**config.mk**
```make
export PLATFORM = sky130hd
export DESIGN_NAME = gnn_top
export DESIGN_NICKNAME = d
export VERILOG_FILES = /design/src/gnn_pkg.sv /design/src/feature_mem.sv /design/src/edge_pe.sv /design/src/vertex_pe.sv /design/src/task_dispatch.sv /design/src/gnn_top.sv
export VERILOG_INCLUDE_DIRS = /design/src
export SDC_FILE = /design/constraint.sdc
export NUM_CORES = 1
export LEC_CHECK = 0
export BUFFER_PORTS_ARGS = -buffer_cell sky130_fd_sc_hd__buf_4
export CAP_MARGIN = 20
export CELL_PAD_IN_SITES_DETAIL_PLACEMENT = 2
export CELL_PAD_IN_SITES_GLOBAL_PLACEMENT = 2
export CORE_MARGIN = 3
export CORE_UTILIZATION = 38
export CTS_CLUSTER_DIAMETER = 30
export DETAILED_ROUTE_END_ITERATION = 10
export HOLD_SLACK_MARGIN = 0.15
export PLACE_DENSITY = 0.82
export RECOVER_POWER = 100
export SYNTH_ARGS = -nofsm -noshare
export SYNTH_HDL_FRONTEND = slang
export SYNTH_SLANG_ARGS = --single-unit
```
**constraint.sdc**
```tcl
create_clock -name clk -period 5.3 [get_ports clk]
set_input_delay 1.06 -clock clk [delete_from_list [all_inputs] [get_ports clk]]
set_output_delay 1.06 -clock clk [all_outputs]
set_load 0.05 [all_outputs]
```
**src/gnn_settings.svh**
```systemverilog
/*
 * engine sizes for the GNN layer engine
 *   edge PE count, node id range and width
 *   feature, aggregate and weight widths
 */
`ifndef GNN_SETTINGS_SVH
`define GNN_SETTINGS_SVH

// edge PEs, node n is owned by PE n % count
`define GNN_NUM_EDGE_PE 2

// node id space
`define GNN_MAX_NODES 16
`define GNN_NODE_W 4

// unsigned input feature
`define GNN_FV_W 8

// aggregate and result, wraps mod 2^16
`define GNN_ACC_W 16

// layer weight
`define GNN_WEIGHT_W 8

`endif

```
**src/gnn_pkg.sv**
```systemverilog
/*
 * shared types of the GNN layer engine
 *   scalar types for ids, features, aggregates
 *   command views and the command union
 *   feature write, edge task, aggregate packet, result
 */
`include "gnn_settings.svh"

package gnn_pkg;

    // scalar types
    typedef logic [`GNN_NODE_W-1:0] node_id_t;
    typedef logic [`GNN_NODE_W:0] node_cnt_t;
    typedef logic [$clog2(`GNN_MAX_NODES / `GNN_NUM_EDGE_PE)-1:0] bank_idx_t;
    typedef logic [`GNN_FV_W-1:0] fv_t;
    typedef logic [`GNN_ACC_W-1:0] acc_t;
    typedef logic [`GNN_WEIGHT_W-1:0] weight_t;

    // zero is left unused so an idle bus is no command
    typedef enum logic [1:0] {
        CMD_HDR  = 2'd1,
        CMD_EDGE = 2'd2,
        CMD_END  = 2'd3
    } cmd_kind_e;

    // edge view, kind sits in the top bits of both views
    typedef struct packed {
        cmd_kind_e kind;
        node_id_t dst;
        node_id_t src;
        logic [16-2-2*`GNN_NODE_W-1:0] pad;
    } edge_cmd_t;

    // header view, node count 1 to 16
    typedef struct packed {
        cmd_kind_e kind;
        weight_t weight;
        node_cnt_t node_cnt;
        logic [16-2-`GNN_WEIGHT_W-`GNN_NODE_W-1-1:0] pad;
    } hdr_cmd_t;

    // one 16-bit command word, two decodings
    typedef union packed {
        edge_cmd_t edge_cmd;
        hdr_cmd_t hdr;
    } cmd_word_u;

    // host feature write
    typedef struct packed {
        node_id_t node;
        fv_t fv;
    } fv_wr_t;

    // dispatch to edge PE
    typedef struct packed {
        logic valid;
        bank_idx_t idx;
        node_id_t src;
    } edge_task_t;

    // drained aggregate from an edge PE
    typedef struct packed {
        logic valid;
        node_id_t node;
        acc_t acc;
    } agg_pkt_t;

    typedef struct packed {
        node_id_t node;
        acc_t acc;
    } vertex_result_t;

endpackage

```
**src/feature_mem.sv**
```systemverilog
/*
 * feature_mem
 *   node feature register file, cleared by reset
 *   one host write port
 *   one registered read port per edge PE
 */
`include "gnn_settings.svh"

module feature_mem (
    input  logic clk,
    input  logic rst,
    input  logic fv_wr_valid,
    input  gnn_pkg::fv_wr_t fv_wr,
    input  gnn_pkg::node_id_t [`GNN_NUM_EDGE_PE-1:0] rd_node,
    output gnn_pkg::fv_t [`GNN_NUM_EDGE_PE-1:0] rd_fv
);

    gnn_pkg::fv_t mem [`GNN_MAX_NODES];

    // host write
    always_ff @(posedge clk) begin
        if (rst) begin
            for (int n = 0; n < `GNN_MAX_NODES; n++) begin
                mem[n] <= '0;
            end
        end else if (fv_wr_valid) begin
            mem[fv_wr.node] <= fv_wr.fv;
        end
    end

    // feature arrives one cycle after the address
    always_ff @(posedge clk) begin
        for (int p = 0; p < `GNN_NUM_EDGE_PE; p++) begin
            rd_fv[p] <= mem[rd_node[p]];
        end
    end

endmodule

```
**src/edge_pe.sv**
```systemverilog
/*
 * edge_pe
 *   accumulation bank for the nodes owned by one PE
 *   two-stage read-add-write pipeline with forwarding
 *   drain port that reads and clears one entry
 */
`include "gnn_settings.svh"

module edge_pe #(
    parameter int pe_tag = 0
) (
    input  logic clk,
    input  logic rst,
    input  gnn_pkg::edge_task_t task_in,
    input  gnn_pkg::fv_t fv,
    input  logic drain_strobe,
    input  gnn_pkg::bank_idx_t drain_index,
    output gnn_pkg::node_id_t rd_node,
    output gnn_pkg::agg_pkt_t agg_out
);

    localparam int NUM_PE = `GNN_NUM_EDGE_PE;
    localparam int BANK_DEPTH = `GNN_MAX_NODES / `GNN_NUM_EDGE_PE;

    gnn_pkg::acc_t bank [BANK_DEPTH];

    // stage one, bank value and target index
    logic s1_valid;
    gnn_pkg::bank_idx_t s1_idx;
    gnn_pkg::acc_t s1_old;

    gnn_pkg::acc_t bank_rd;
    gnn_pkg::acc_t sum;

    // source feature is fetched while the bank is read
    assign rd_node = task_in.src;

    // stage two sum, feature zero extended, wraps
    assign sum = s1_old + gnn_pkg::acc_t'(fv);

    // forward the sum being written when the index repeats
    always_comb begin
        bank_rd = bank[task_in.idx];
        if (s1_valid && s1_idx == task_in.idx) begin
            bank_rd = sum;
        end
    end

    always_ff @(posedge clk) begin
        if (rst) begin
            s1_valid <= 1'b0;
        end else begin
            s1_valid <= task_in.valid;
        end
    end

    always_ff @(posedge clk) begin
        s1_idx <= task_in.idx;
        s1_old <= bank_rd;
    end

    // bank write and drain clear
    always_ff @(posedge clk) begin
        if (rst) begin
            for (int b = 0; b < BANK_DEPTH; b++) begin
                bank[b] <= '0;
            end
        end else begin
            if (s1_valid) begin
                bank[s1_idx] <= sum;
            end
            // no edge is in flight during the sweep
            if (drain_strobe) begin
                bank[drain_index] <= '0;
            end
        end
    end

    // drained entry, global id rebuilt from local index and tag
    always_ff @(posedge clk) begin
        if (rst) begin
            agg_out <= '0;
        end else begin
            agg_out.valid <= drain_strobe;
            agg_out.node <= gnn_pkg::node_id_t'(int'(drain_index) * NUM_PE + pe_tag);
            agg_out.acc <= bank[drain_index];
        end
    end

endmodule

```
**src/vertex_pe.sv**
```systemverilog
/*
 * vertex_pe
 *   two-stage weight multiply of drained aggregates
 *   stage one operands, stage two truncated product
 */
`include "gnn_settings.svh"

module vertex_pe (
    input  logic clk,
    input  logic rst,
    input  gnn_pkg::agg_pkt_t agg_in,
    input  gnn_pkg::weight_t weight,
    output logic result_valid,
    output gnn_pkg::vertex_result_t result
);

    logic s1_valid;
    gnn_pkg::node_id_t s1_node;
    gnn_pkg::acc_t s1_acc;
    gnn_pkg::weight_t s1_weight;
    logic [`GNN_ACC_W+`GNN_WEIGHT_W-1:0] product;

    // full width product, low bits kept
    assign product = s1_acc * s1_weight;

    // valid bits, one per stage
    always_ff @(posedge clk) begin
        if (rst) begin
            s1_valid <= 1'b0;
            result_valid <= 1'b0;
        end else begin
            s1_valid <= agg_in.valid;
            result_valid <= s1_valid;
        end
    end

    always_ff @(posedge clk) begin
        s1_node <= agg_in.node;
        s1_acc <= agg_in.acc;
        s1_weight <= weight;
        result.node <= s1_node;
        result.acc <= product[`GNN_ACC_W-1:0];
    end

endmodule

```
**src/task_dispatch.sv**
```systemverilog
/*
 * task_dispatch
 *   command decode through the command union
 *   edge routing to the owner PE of the destination node
 *   settle wait, drain sweep and vertex pipeline flush
 *   busy level and task_complete pulse
 */
`include "gnn_settings.svh"

module task_dispatch (
    input  logic clk,
    input  logic rst,
    input  logic cmd_valid,
    input  gnn_pkg::cmd_word_u cmd,
    input  gnn_pkg::agg_pkt_t [`GNN_NUM_EDGE_PE-1:0] pe_agg,
    output gnn_pkg::edge_task_t [`GNN_NUM_EDGE_PE-1:0] edge_task,
    output logic [`GNN_NUM_EDGE_PE-1:0] drain_strobe,
    output gnn_pkg::bank_idx_t drain_index,
    output gnn_pkg::agg_pkt_t vertex_in,
    output gnn_pkg::weight_t weight,
    output logic busy,
    output logic task_complete
);

    localparam int NUM_PE = `GNN_NUM_EDGE_PE;
    // edge pipeline depth after the last edge
    localparam int SETTLE_CYCLES = 2;
    // one PE read cycle plus two vertex stages
    localparam int FLUSH_CYCLES = 3;

    typedef enum logic [2:0] {
        S_IDLE,
        S_ACCEPT,
        S_SETTLE,
        S_SWEEP,
        S_FLUSH
    } state_e;

    state_e state;
    logic [1:0] wait_cnt;
    gnn_pkg::node_id_t sweep_node;
    gnn_pkg::node_cnt_t node_cnt;
    gnn_pkg::cmd_kind_e kind;
    logic edge_go;

    // kind field is shared by both views
    assign kind = cmd.hdr.kind;
    assign edge_go = (state == S_ACCEPT) && cmd_valid && (kind == gnn_pkg::CMD_EDGE);
    assign busy = (state != S_IDLE);

    always_ff @(posedge clk) begin
        if (rst) begin
            state <= S_IDLE;
            wait_cnt <= '0;
            sweep_node <= '0;
            node_cnt <= '0;
            weight <= '0;
            task_complete <= 1'b0;
        end else begin
            task_complete <= 1'b0;
            case (state)
                S_IDLE: begin
                    // header latches layer weight and node count
                    if (cmd_valid && kind == gnn_pkg::CMD_HDR) begin
                        weight <= cmd.hdr.weight;
                        node_cnt <= cmd.hdr.node_cnt;
                        state <= S_ACCEPT;
                    end
                end
                S_ACCEPT: begin
                    if (cmd_valid && kind == gnn_pkg::CMD_END) begin
                        wait_cnt <= '0;
                        state <= S_SETTLE;
                    end
                end
                S_SETTLE: begin
                    wait_cnt <= wait_cnt + 2'd1;
                    if (wait_cnt == 2'(SETTLE_CYCLES - 1)) begin
                        wait_cnt <= '0;
                        sweep_node <= '0;
                        state <= S_SWEEP;
                    end
                end
                S_SWEEP: begin
                    // one node per cycle, ascending
                    sweep_node <= sweep_node + 1'b1;
                    if ({1'b0, sweep_node} == node_cnt - 1'b1) begin
                        wait_cnt <= '0;
                        state <= S_FLUSH;
                    end
                end
                S_FLUSH: begin
                    wait_cnt <= wait_cnt + 2'd1;
                    // last result leaves vertex PE in this cycle
                    if (wait_cnt == 2'(FLUSH_CYCLES - 1)) begin
                        task_complete <= 1'b1;
                        state <= S_IDLE;
                    end
                end
                default: state <= S_IDLE;
            endcase
        end
    end

    // edge tasks, registered, only the owner PE gets valid
    always_ff @(posedge clk) begin
        if (rst) begin
            edge_task <= '0;
        end else begin
            for (int p = 0; p < NUM_PE; p++) begin
                edge_task[p].valid <= edge_go && (cmd.edge_cmd.dst % NUM_PE == p);
                edge_task[p].idx <= gnn_pkg::bank_idx_t'(cmd.edge_cmd.dst / NUM_PE);
                edge_task[p].src <= cmd.edge_cmd.src;
            end
        end
    end

    // drain strobe to the owner of the swept node
    always_comb begin
        drain_strobe = '0;
        drain_index = gnn_pkg::bank_idx_t'(sweep_node / NUM_PE);
        for (int p = 0; p < NUM_PE; p++) begin
            if (state == S_SWEEP && sweep_node % NUM_PE == p) begin
                drain_strobe[p] = 1'b1;
            end
        end
    end

    // at most one PE answers per cycle
    always_comb begin
        vertex_in = '0;
        for (int p = 0; p < NUM_PE; p++) begin
            if (pe_agg[p].valid) begin
                vertex_in = pe_agg[p];
            end
        end
    end

endmodule

```
**src/gnn_top.sv**
```systemverilog
/*
 * gnn_top
 *   task dispatch, feature memory, edge PE array, vertex PE
 *   host feature write and command ports
 *   result stream, busy and task_complete
 */
`include "gnn_settings.svh"

module gnn_top (
    input  logic clk,
    input  logic rst,
    input  logic fv_wr_valid,
    input  gnn_pkg::fv_wr_t fv_wr,
    input  logic cmd_valid,
    input  gnn_pkg::cmd_word_u cmd,
    output logic busy,
    output logic result_valid,
    output gnn_pkg::vertex_result_t result,
    output logic task_complete
);

    // dispatch to edge PEs
    gnn_pkg::edge_task_t [`GNN_NUM_EDGE_PE-1:0] edge_task;
    logic [`GNN_NUM_EDGE_PE-1:0] drain_strobe;
    gnn_pkg::bank_idx_t drain_index;

    // edge PEs back to dispatch and feature memory
    gnn_pkg::agg_pkt_t [`GNN_NUM_EDGE_PE-1:0] pe_agg;
    gnn_pkg::node_id_t [`GNN_NUM_EDGE_PE-1:0] rd_node;
    gnn_pkg::fv_t [`GNN_NUM_EDGE_PE-1:0] rd_fv;

    // dispatch to vertex PE
    gnn_pkg::agg_pkt_t vertex_in;
    gnn_pkg::weight_t weight;

    task_dispatch task_dispatch_inst (
        .clk(clk),
        .rst(rst),
        .cmd_valid(cmd_valid),
        .cmd(cmd),
        .pe_agg(pe_agg),
        .edge_task(edge_task),
        .drain_strobe(drain_strobe),
        .drain_index(drain_index),
        .vertex_in(vertex_in),
        .weight(weight),
        .busy(busy),
        .task_complete(task_complete)
    );

    feature_mem feature_mem_inst (
        .clk(clk),
        .rst(rst),
        .fv_wr_valid(fv_wr_valid),
        .fv_wr(fv_wr),
        .rd_node(rd_node),
        .rd_fv(rd_fv)
    );

    // one edge PE per owner slot
    for (genvar g = 0; g < `GNN_NUM_EDGE_PE; g++) begin : g_edge_pe
        edge_pe #(
            .pe_tag(g)
        ) edge_pe_inst (
            .clk(clk),
            .rst(rst),
            .task_in(edge_task[g]),
            .fv(rd_fv[g]),
            .drain_strobe(drain_strobe[g]),
            .drain_index(drain_index),
            .rd_node(rd_node[g]),
            .agg_out(pe_agg[g])
        );
    end

    vertex_pe vertex_pe_inst (
        .clk(clk),
        .rst(rst),
        .agg_in(vertex_in),
        .weight(weight),
        .result_valid(result_valid),
        .result(result)
    );

endmodule

```
# Word-level counts from Yosys, hierarchy flattened
# Memory sizes are Yosys's and may differ from the RTL's. A register that Yosys moved wholly into a read port is not among the register bits.
# Index checks and enable logic that the tools add are counted.
[word_totals] register_bits=129 latchBits=0 mem_bits_rw=384 romBits=0 in_bits=32 out_inout_bits=23 elab_cells=133 memories=3
[memory_table] name="feature_mem_inst.mem" depth=16 width=8 rd=1 rd_ports_with_merged_regs=1 wr=16 line="feature_mem.sv:18" source="gnn_pkg::fv_t mem [`GNN_MAX_NODES];"
[memory_table] name="g_edge_pe[0].edge_pe_inst.bank" depth=8 width=16 rd=2 rd_ports_with_merged_regs=2 wr=8 line="edge_pe.sv:25" source="gnn_pkg::acc_t bank [BANK_DEPTH];"
[memory_table] name="g_edge_pe[1].edge_pe_inst.bank" depth=8 width=16 rd=2 rd_ports_with_merged_regs=2 wr=8 line="edge_pe.sv:25"
[op_classes] addsub=6 mul=1 n_div=0 magnitude_cmp=0 n_eq_ne=16 n_shift=0 muxes=53 n_bitwise=1 n_reduce_logical=26
[ops] cell="$mux W16" n=6
[ops] cell="$logic_not A32 Y1" n=2
[ops] cell="$reduce_or A16 Y1" n=4
[ops] cell="$mux W21" n=2
[ops] cell="$mux W3" n=11
[ops] cell="$add A16 B8 Y16" n=2
[ops] cell="$mux W1" n=25
[ops] cell="$mul A16 B8 Y16" n=1
[ops] cell="$pmux W3 S5" n=1
[ops] cell="$logic_and A1 B1 Y1" n=10
[ops] cell="$add A4 B1 Y4 const B" n=2
[ops] cell="$mux W4" n=2
[ops] cell="$mux W8" n=1
[ops] cell="$ne A2 B1 Y1 const B" n=4
[ops] cell="$pmux W2 S4" n=1
[ops] cell="$pmux W4 S2" n=1
[ops] cell="$reduce_or A8 Y1" n=1
[ops] cell="$eq A2 B2 Y1 const B" n=3
[ops] cell="$eq A3 B2 Y1 const B" n=2
[ops] cell="$mux W2" n=3
[ops] cell="$eq A4 B5 Y1" n=1
[ops] cell="$reduce_and A5 Y1" n=1
[ops] cell="$sub A5 B1 Y5 const B" n=1
[ops] cell="$eq A2 B1 Y1 const B" n=2
[ops] cell="other kinds (13)" n=14

# Longest topological paths before layout
[logic_depth] ltp_word=8 depth_mapped=17 mapped_depth_nobuf=16

# Cells and area by module
# From an unflattened synthesis, not the netlist that was laid out.
[hier_totals] hier_cells=2627 hier_area_um2=29056.6
[modules_own_cells] mod="edge_pe at g_edge_pe[0].edge_pe_inst" instances=1 cells_each=813 area_per_inst_um2=8287.9 seq_area_each_um2=3363.2
[modules_own_cells] mod="edge_pe at g_edge_pe[1].edge_pe_inst" instances=1 cells_each=788 area_per_inst_um2=8090.3 seq_area_each_um2=3383.2
[modules_own_cells] mod="feature_mem" instances=1 cells_each=461 area_per_inst_um2=7123.1 seq_area_each_um2=4164.0
[modules_own_cells] mod="vertex_pe" instances=1 cells_each=375 area_per_inst_um2=3823.7 seq_area_each_um2=1001.0
[modules_own_cells] mod="task_dispatch" instances=1 cells_each=190 area_per_inst_um2=1731.7 seq_area_each_um2=640.6

# Least setup slack after synthesis
# OpenSTA, ideal clock, no wires.
[synth_path] path_type="register to register" startpoint="register vertex_pe_inst.s1_weight[2]" endpoint="register, netlist name vertex_pe_inst.result[13]" setup_time_ns=0.106 arrival_ns=4.042 required_time_ns=5.194 slack_ns=1.152 stages_incl_launch_ff=17 path_buffers=1 synth_period_minus_slack_ns=4.148 path_cell_list="dfxtp_1 clkbuf_1 and2_1 fa_1 inv_1 fa_1 inv_1 fa_1 inv_1 fa_1 inv_1 ha_1 o21ai_0 a21oi_1 o211ai_1 or4b_1 o311ai_0"
[synth_via] elab_chain_cells=1
[synth_lines] element="from (decl)" line="vertex_pe.sv:20" source="gnn_pkg::weight_t s1_weight;"
[synth_lines] element="from (signal assigned)" line="vertex_pe.sv:40" source="s1_weight <= weight;"
[synth_lines] element="$mul A16 B8 Y16" line="vertex_pe.sv:24" source="assign product = s1_acc * s1_weight;"
[synth_lines] element="named net vertex_pe_inst.product[13]" line="vertex_pe.sv:21" source="logic [`GNN_ACC_W+`GNN_WEIGHT_W-1:0] product;"
# The timed path passes the listed nets, and every way through them passes these cells.
# A chain may end at the register's enable or synchronous reset.

==> impl_metrics.ini <==
[run_status]
status = complete, but fails checks
violations = capacitance limit, slew limit

[timing]
rsz0062_at_grt = no
hold_viol_final = 0
max_slew_margin_pct = -156
finalCriticalPeriod_ns = 5.14
drv_slew = 474
setup_violations = 0
final.period_utilization_pct = 97.0
fmax_ghz = 0.195
timing.hold.ws_ns = 0.326
skew_ns = 0.0784
fin_tns_setup_ns = 0
worst_pin_slew_ns = 3.85

[clock_tree]
clk_pin_slew_worst_paths_ns = 0.06
cts_tree = yes
cts_sinks = 549
cts_resized = 0
ctsRootBufferMaster = clkbuf_16
clk_latency_ns = 0.72
clockBufferDepth = 3
postCtsHoldBufs = 0
post_cts_buffers = 0
numCtsBuffers = 119
h-tree-depth = 3

[route]
first_pass_iters = 8
drcViolationCount = 0
wl_met1_um = 47000
wl_per_cell_um = 33.9
routed.top_layer = met5
dr_wl_met2_um = 62800
antenna_left = 0
viasPerCell = 6.46
drtIter0Drc = 2570
totalWireLength_um = 129000
route.vias.total = 24600
met3WireLength_um = 10500

[worst_setup_path]
worstSetupPathType = input port to register
path_cells = clkbuf_1 > nor2b_1 > and2_0 > nand3_1 > clkbuf_1 > nor2_1 > a31oi_1 > nor2_1
crit_fanout = 35
cp_num_buf_inv = 2
max_stage_delay_ns = 1.89
cp-end-kind = register
critPathTopFamily = buffers and inverters
required_ns = 5.87
cp_slowest_cell = clkbuf_1
worstPathArrival_ns = 5.71
start_kind = input port

[finish]
nets = 2891
final_cell_mix = 417 x dfxtp_1, 230 x nand3_1, 197 x a21oi_1
mostFrequentLayoutCell = dfxtp_1
instances_no_fill = 3812
syn_to_final_growth_pct = 19.6
drive_above_1_share_pct = 16.8

[place]
io_buffers = 53
gp_congestion = 0.861
place_hpwl_um = 71300
dpl.cell_count = 3568

[global_routing]
grt_overflow_total = 0
grt_pass1_wl_um = 188000
antenna_found_initial = 5
grt_max_degree = 218
grt_pass1_vias = 27700
grt_usage_pct = 33.3

[floorplan]
die_area_um2 = 75700
num_io_pins = 55
start_util_pct = 38.4
fp-row-count = 98
die_y_um = 275
core_area_um2 = 71600
die_x_um = 275

[synthesis]
ys_types = 75
ys_seq_area_share_pct = 44.6
synthCells = 2697
post-synth-top-area-fraction_pct = 30.6
synth_top_area_cell = dfxtp_1
ys.flop_type = dfxtp_1
syn_avg_cell_area_um2 = 10.2
ys.warnings.count = 0
synthArstFlopShare_pct = 0
synth_seq_cells = 549
syn-num-nets = 2836
synth-edff-count = 128
synth.area.top_cells = dfxtp_1 31%, edfxtp_1 14%, mux4_2 8.8%
netlist_area_um2 = 27500

[run]
drv_cap = 10

[worst_hold_path]
hp-class = register to register

[power_and_ir_drop]
leakage_uw = 0.0119
power_density_nw_per_um2 = 389
ir_drop_v = 0.000296
==> power breakdown <==
group	total (µW)	switching, µW	internal, µW
Sequential	4460	89.5	4370
Clock	7840	2840	5000
Combinational	496	335	160
==> cells in the mapped netlist (7+ instances only) <==
master and instances:
xnor2_1 31, xnor2_2 8, inv_1 96, nor2b_1 27, a22oi_1 83, a22o_1 18, a211oi_1 10, o21ai_0 59
and3_1 49, nand3_1 230, nor2_1 164, buf_1 10, o211ai_1 8, a41oi_1 19, ha_1 45, or2_2 7
mux2i_1 51, xor2_1 10, a21o_1 10, and2_1 207, a21oi_1 196, edfxtp_1 128, buf_2 63, dfxtp_1 421
mux2_2 23, o22ai_1 105, a221oi_1 7, buf_4 12, nand2b_1 12, nand2_1 185, nor3b_1 7, o21ai_1 12
nor3_1 20, mux4_2 108, a31oi_1 14, clkbuf_1 104, fa_1 62
==> area by class of cell <==
type,count,area (µm²)
timing repair buffer,126,803
clock inverter,87,1100
antenna,4,10.0
multi-input combinational,1859,14000
sequential,549,12300
fill,7223,38700
tap,950,1190
inverter,97,369
clock buffer,140,3150
==> metrics by stage <==
| stage | total power, µW | setup WS [ns] | utilization, % | cell area, µm² |
|---|---|---|---|---|
| after detailed placement | 4990 | 0.738 | 40.2 | 28800 |
| after floorplan | 4780 | 1.15 | - | 27500 |
| after CTS | 12800 | 0.505 | 46.1 | 33000 |
| final | 12800 | 0.159 | 46.0 | 32900 |
| after global placement | 4950 | 0.850 | 40.2 | 28800 |
| after global routing | 13100 | 0.162 | 45.9 | 32900 |
==> path summary, 6_finish.rpt <==
path                            cells past startpoint                                          start                                           endpoint  slack (ns)
worst max-delay path                                8                                            rst  g_edge_pe[1].edge_pe_inst.bank[7][1]$_SDFFE_PP0P_        0.16
worst min-delay path                                0              vertex_pe_inst.s1_node[2]$_DFF_P_                  vertex_pe_inst.result[18]$_DFF_P_        0.33
worst max register to register                      5  task_dispatch_inst.sweep_node[3]$_SDFFE_PP0P_  g_edge_pe[0].edge_pe_inst.bank[0][8]$_SDFFE_PP0P_        0.29
worst min register to register                      0              vertex_pe_inst.s1_node[2]$_DFF_P_                  vertex_pe_inst.result[18]$_DFF_P_        0.33
==> routing by layer <==
metal  global-route usage (%)  up-vias
li1                         -     9900
met1                     38.4    12700
met2                     57.2     1443
met3                     6.00      546
met4                     20.9        2
met5                        0        -
==> state kept, by name, indices dropped and copies added (netlist names) <==
signal                            cells
feature_mem_inst.rd_fv                8
task_dispatch_inst.task_complete      1
task_dispatch_inst.state              3
task_dispatch_inst.weight             8
task_dispatch_inst.wait_cnt           2
g_edge_pe.edge_pe_inst.s1_valid       2
g_edge_pe.edge_pe_inst.s1_old        32
vertex_pe_inst.s1_valid               1
g_edge_pe.edge_pe_inst.s1_idx         3
task_dispatch_inst.sweep_node         4
vertex_pe_inst.s1_acc                16
g_edge_pe.edge_pe_inst.bank         256
vertex_pe_inst.s1_node                4
task_dispatch_inst.edge_task          9
vertex_pe_inst.s1_weight              8
vertex_pe_inst.result                20
vertex_pe_inst.result_valid           1
feature_mem_inst.mem                128
g_edge_pe.edge_pe_inst.agg_out       38
task_dispatch_inst.node_cnt           5
==> worst register-to-register path, stage by stage, from the launching register on <==
cell and delay [ns]:
dfxtp_1 1.35, clkbuf_1 1.50, nor3_2 0.58, and2_0 0.72, nand2b_2 0.46, o22ai_1 0.29
==> kinds of logic (layout without fill, tap and decap cells) <==
logic type	after synthesis	in the layout	share of synthesized area (%)
simple gates	949	949	17.7
compound gates	567	567	12.9
flops	549	549	44.6
buf+inv	289	450	4.45
mux	183	183	11.7
fa+ha+maj	107	107	6.56
xor+xnor	53	53	2.06
other cells	0	4	0
No activity file was read; power rests on OpenSTA's default activity.
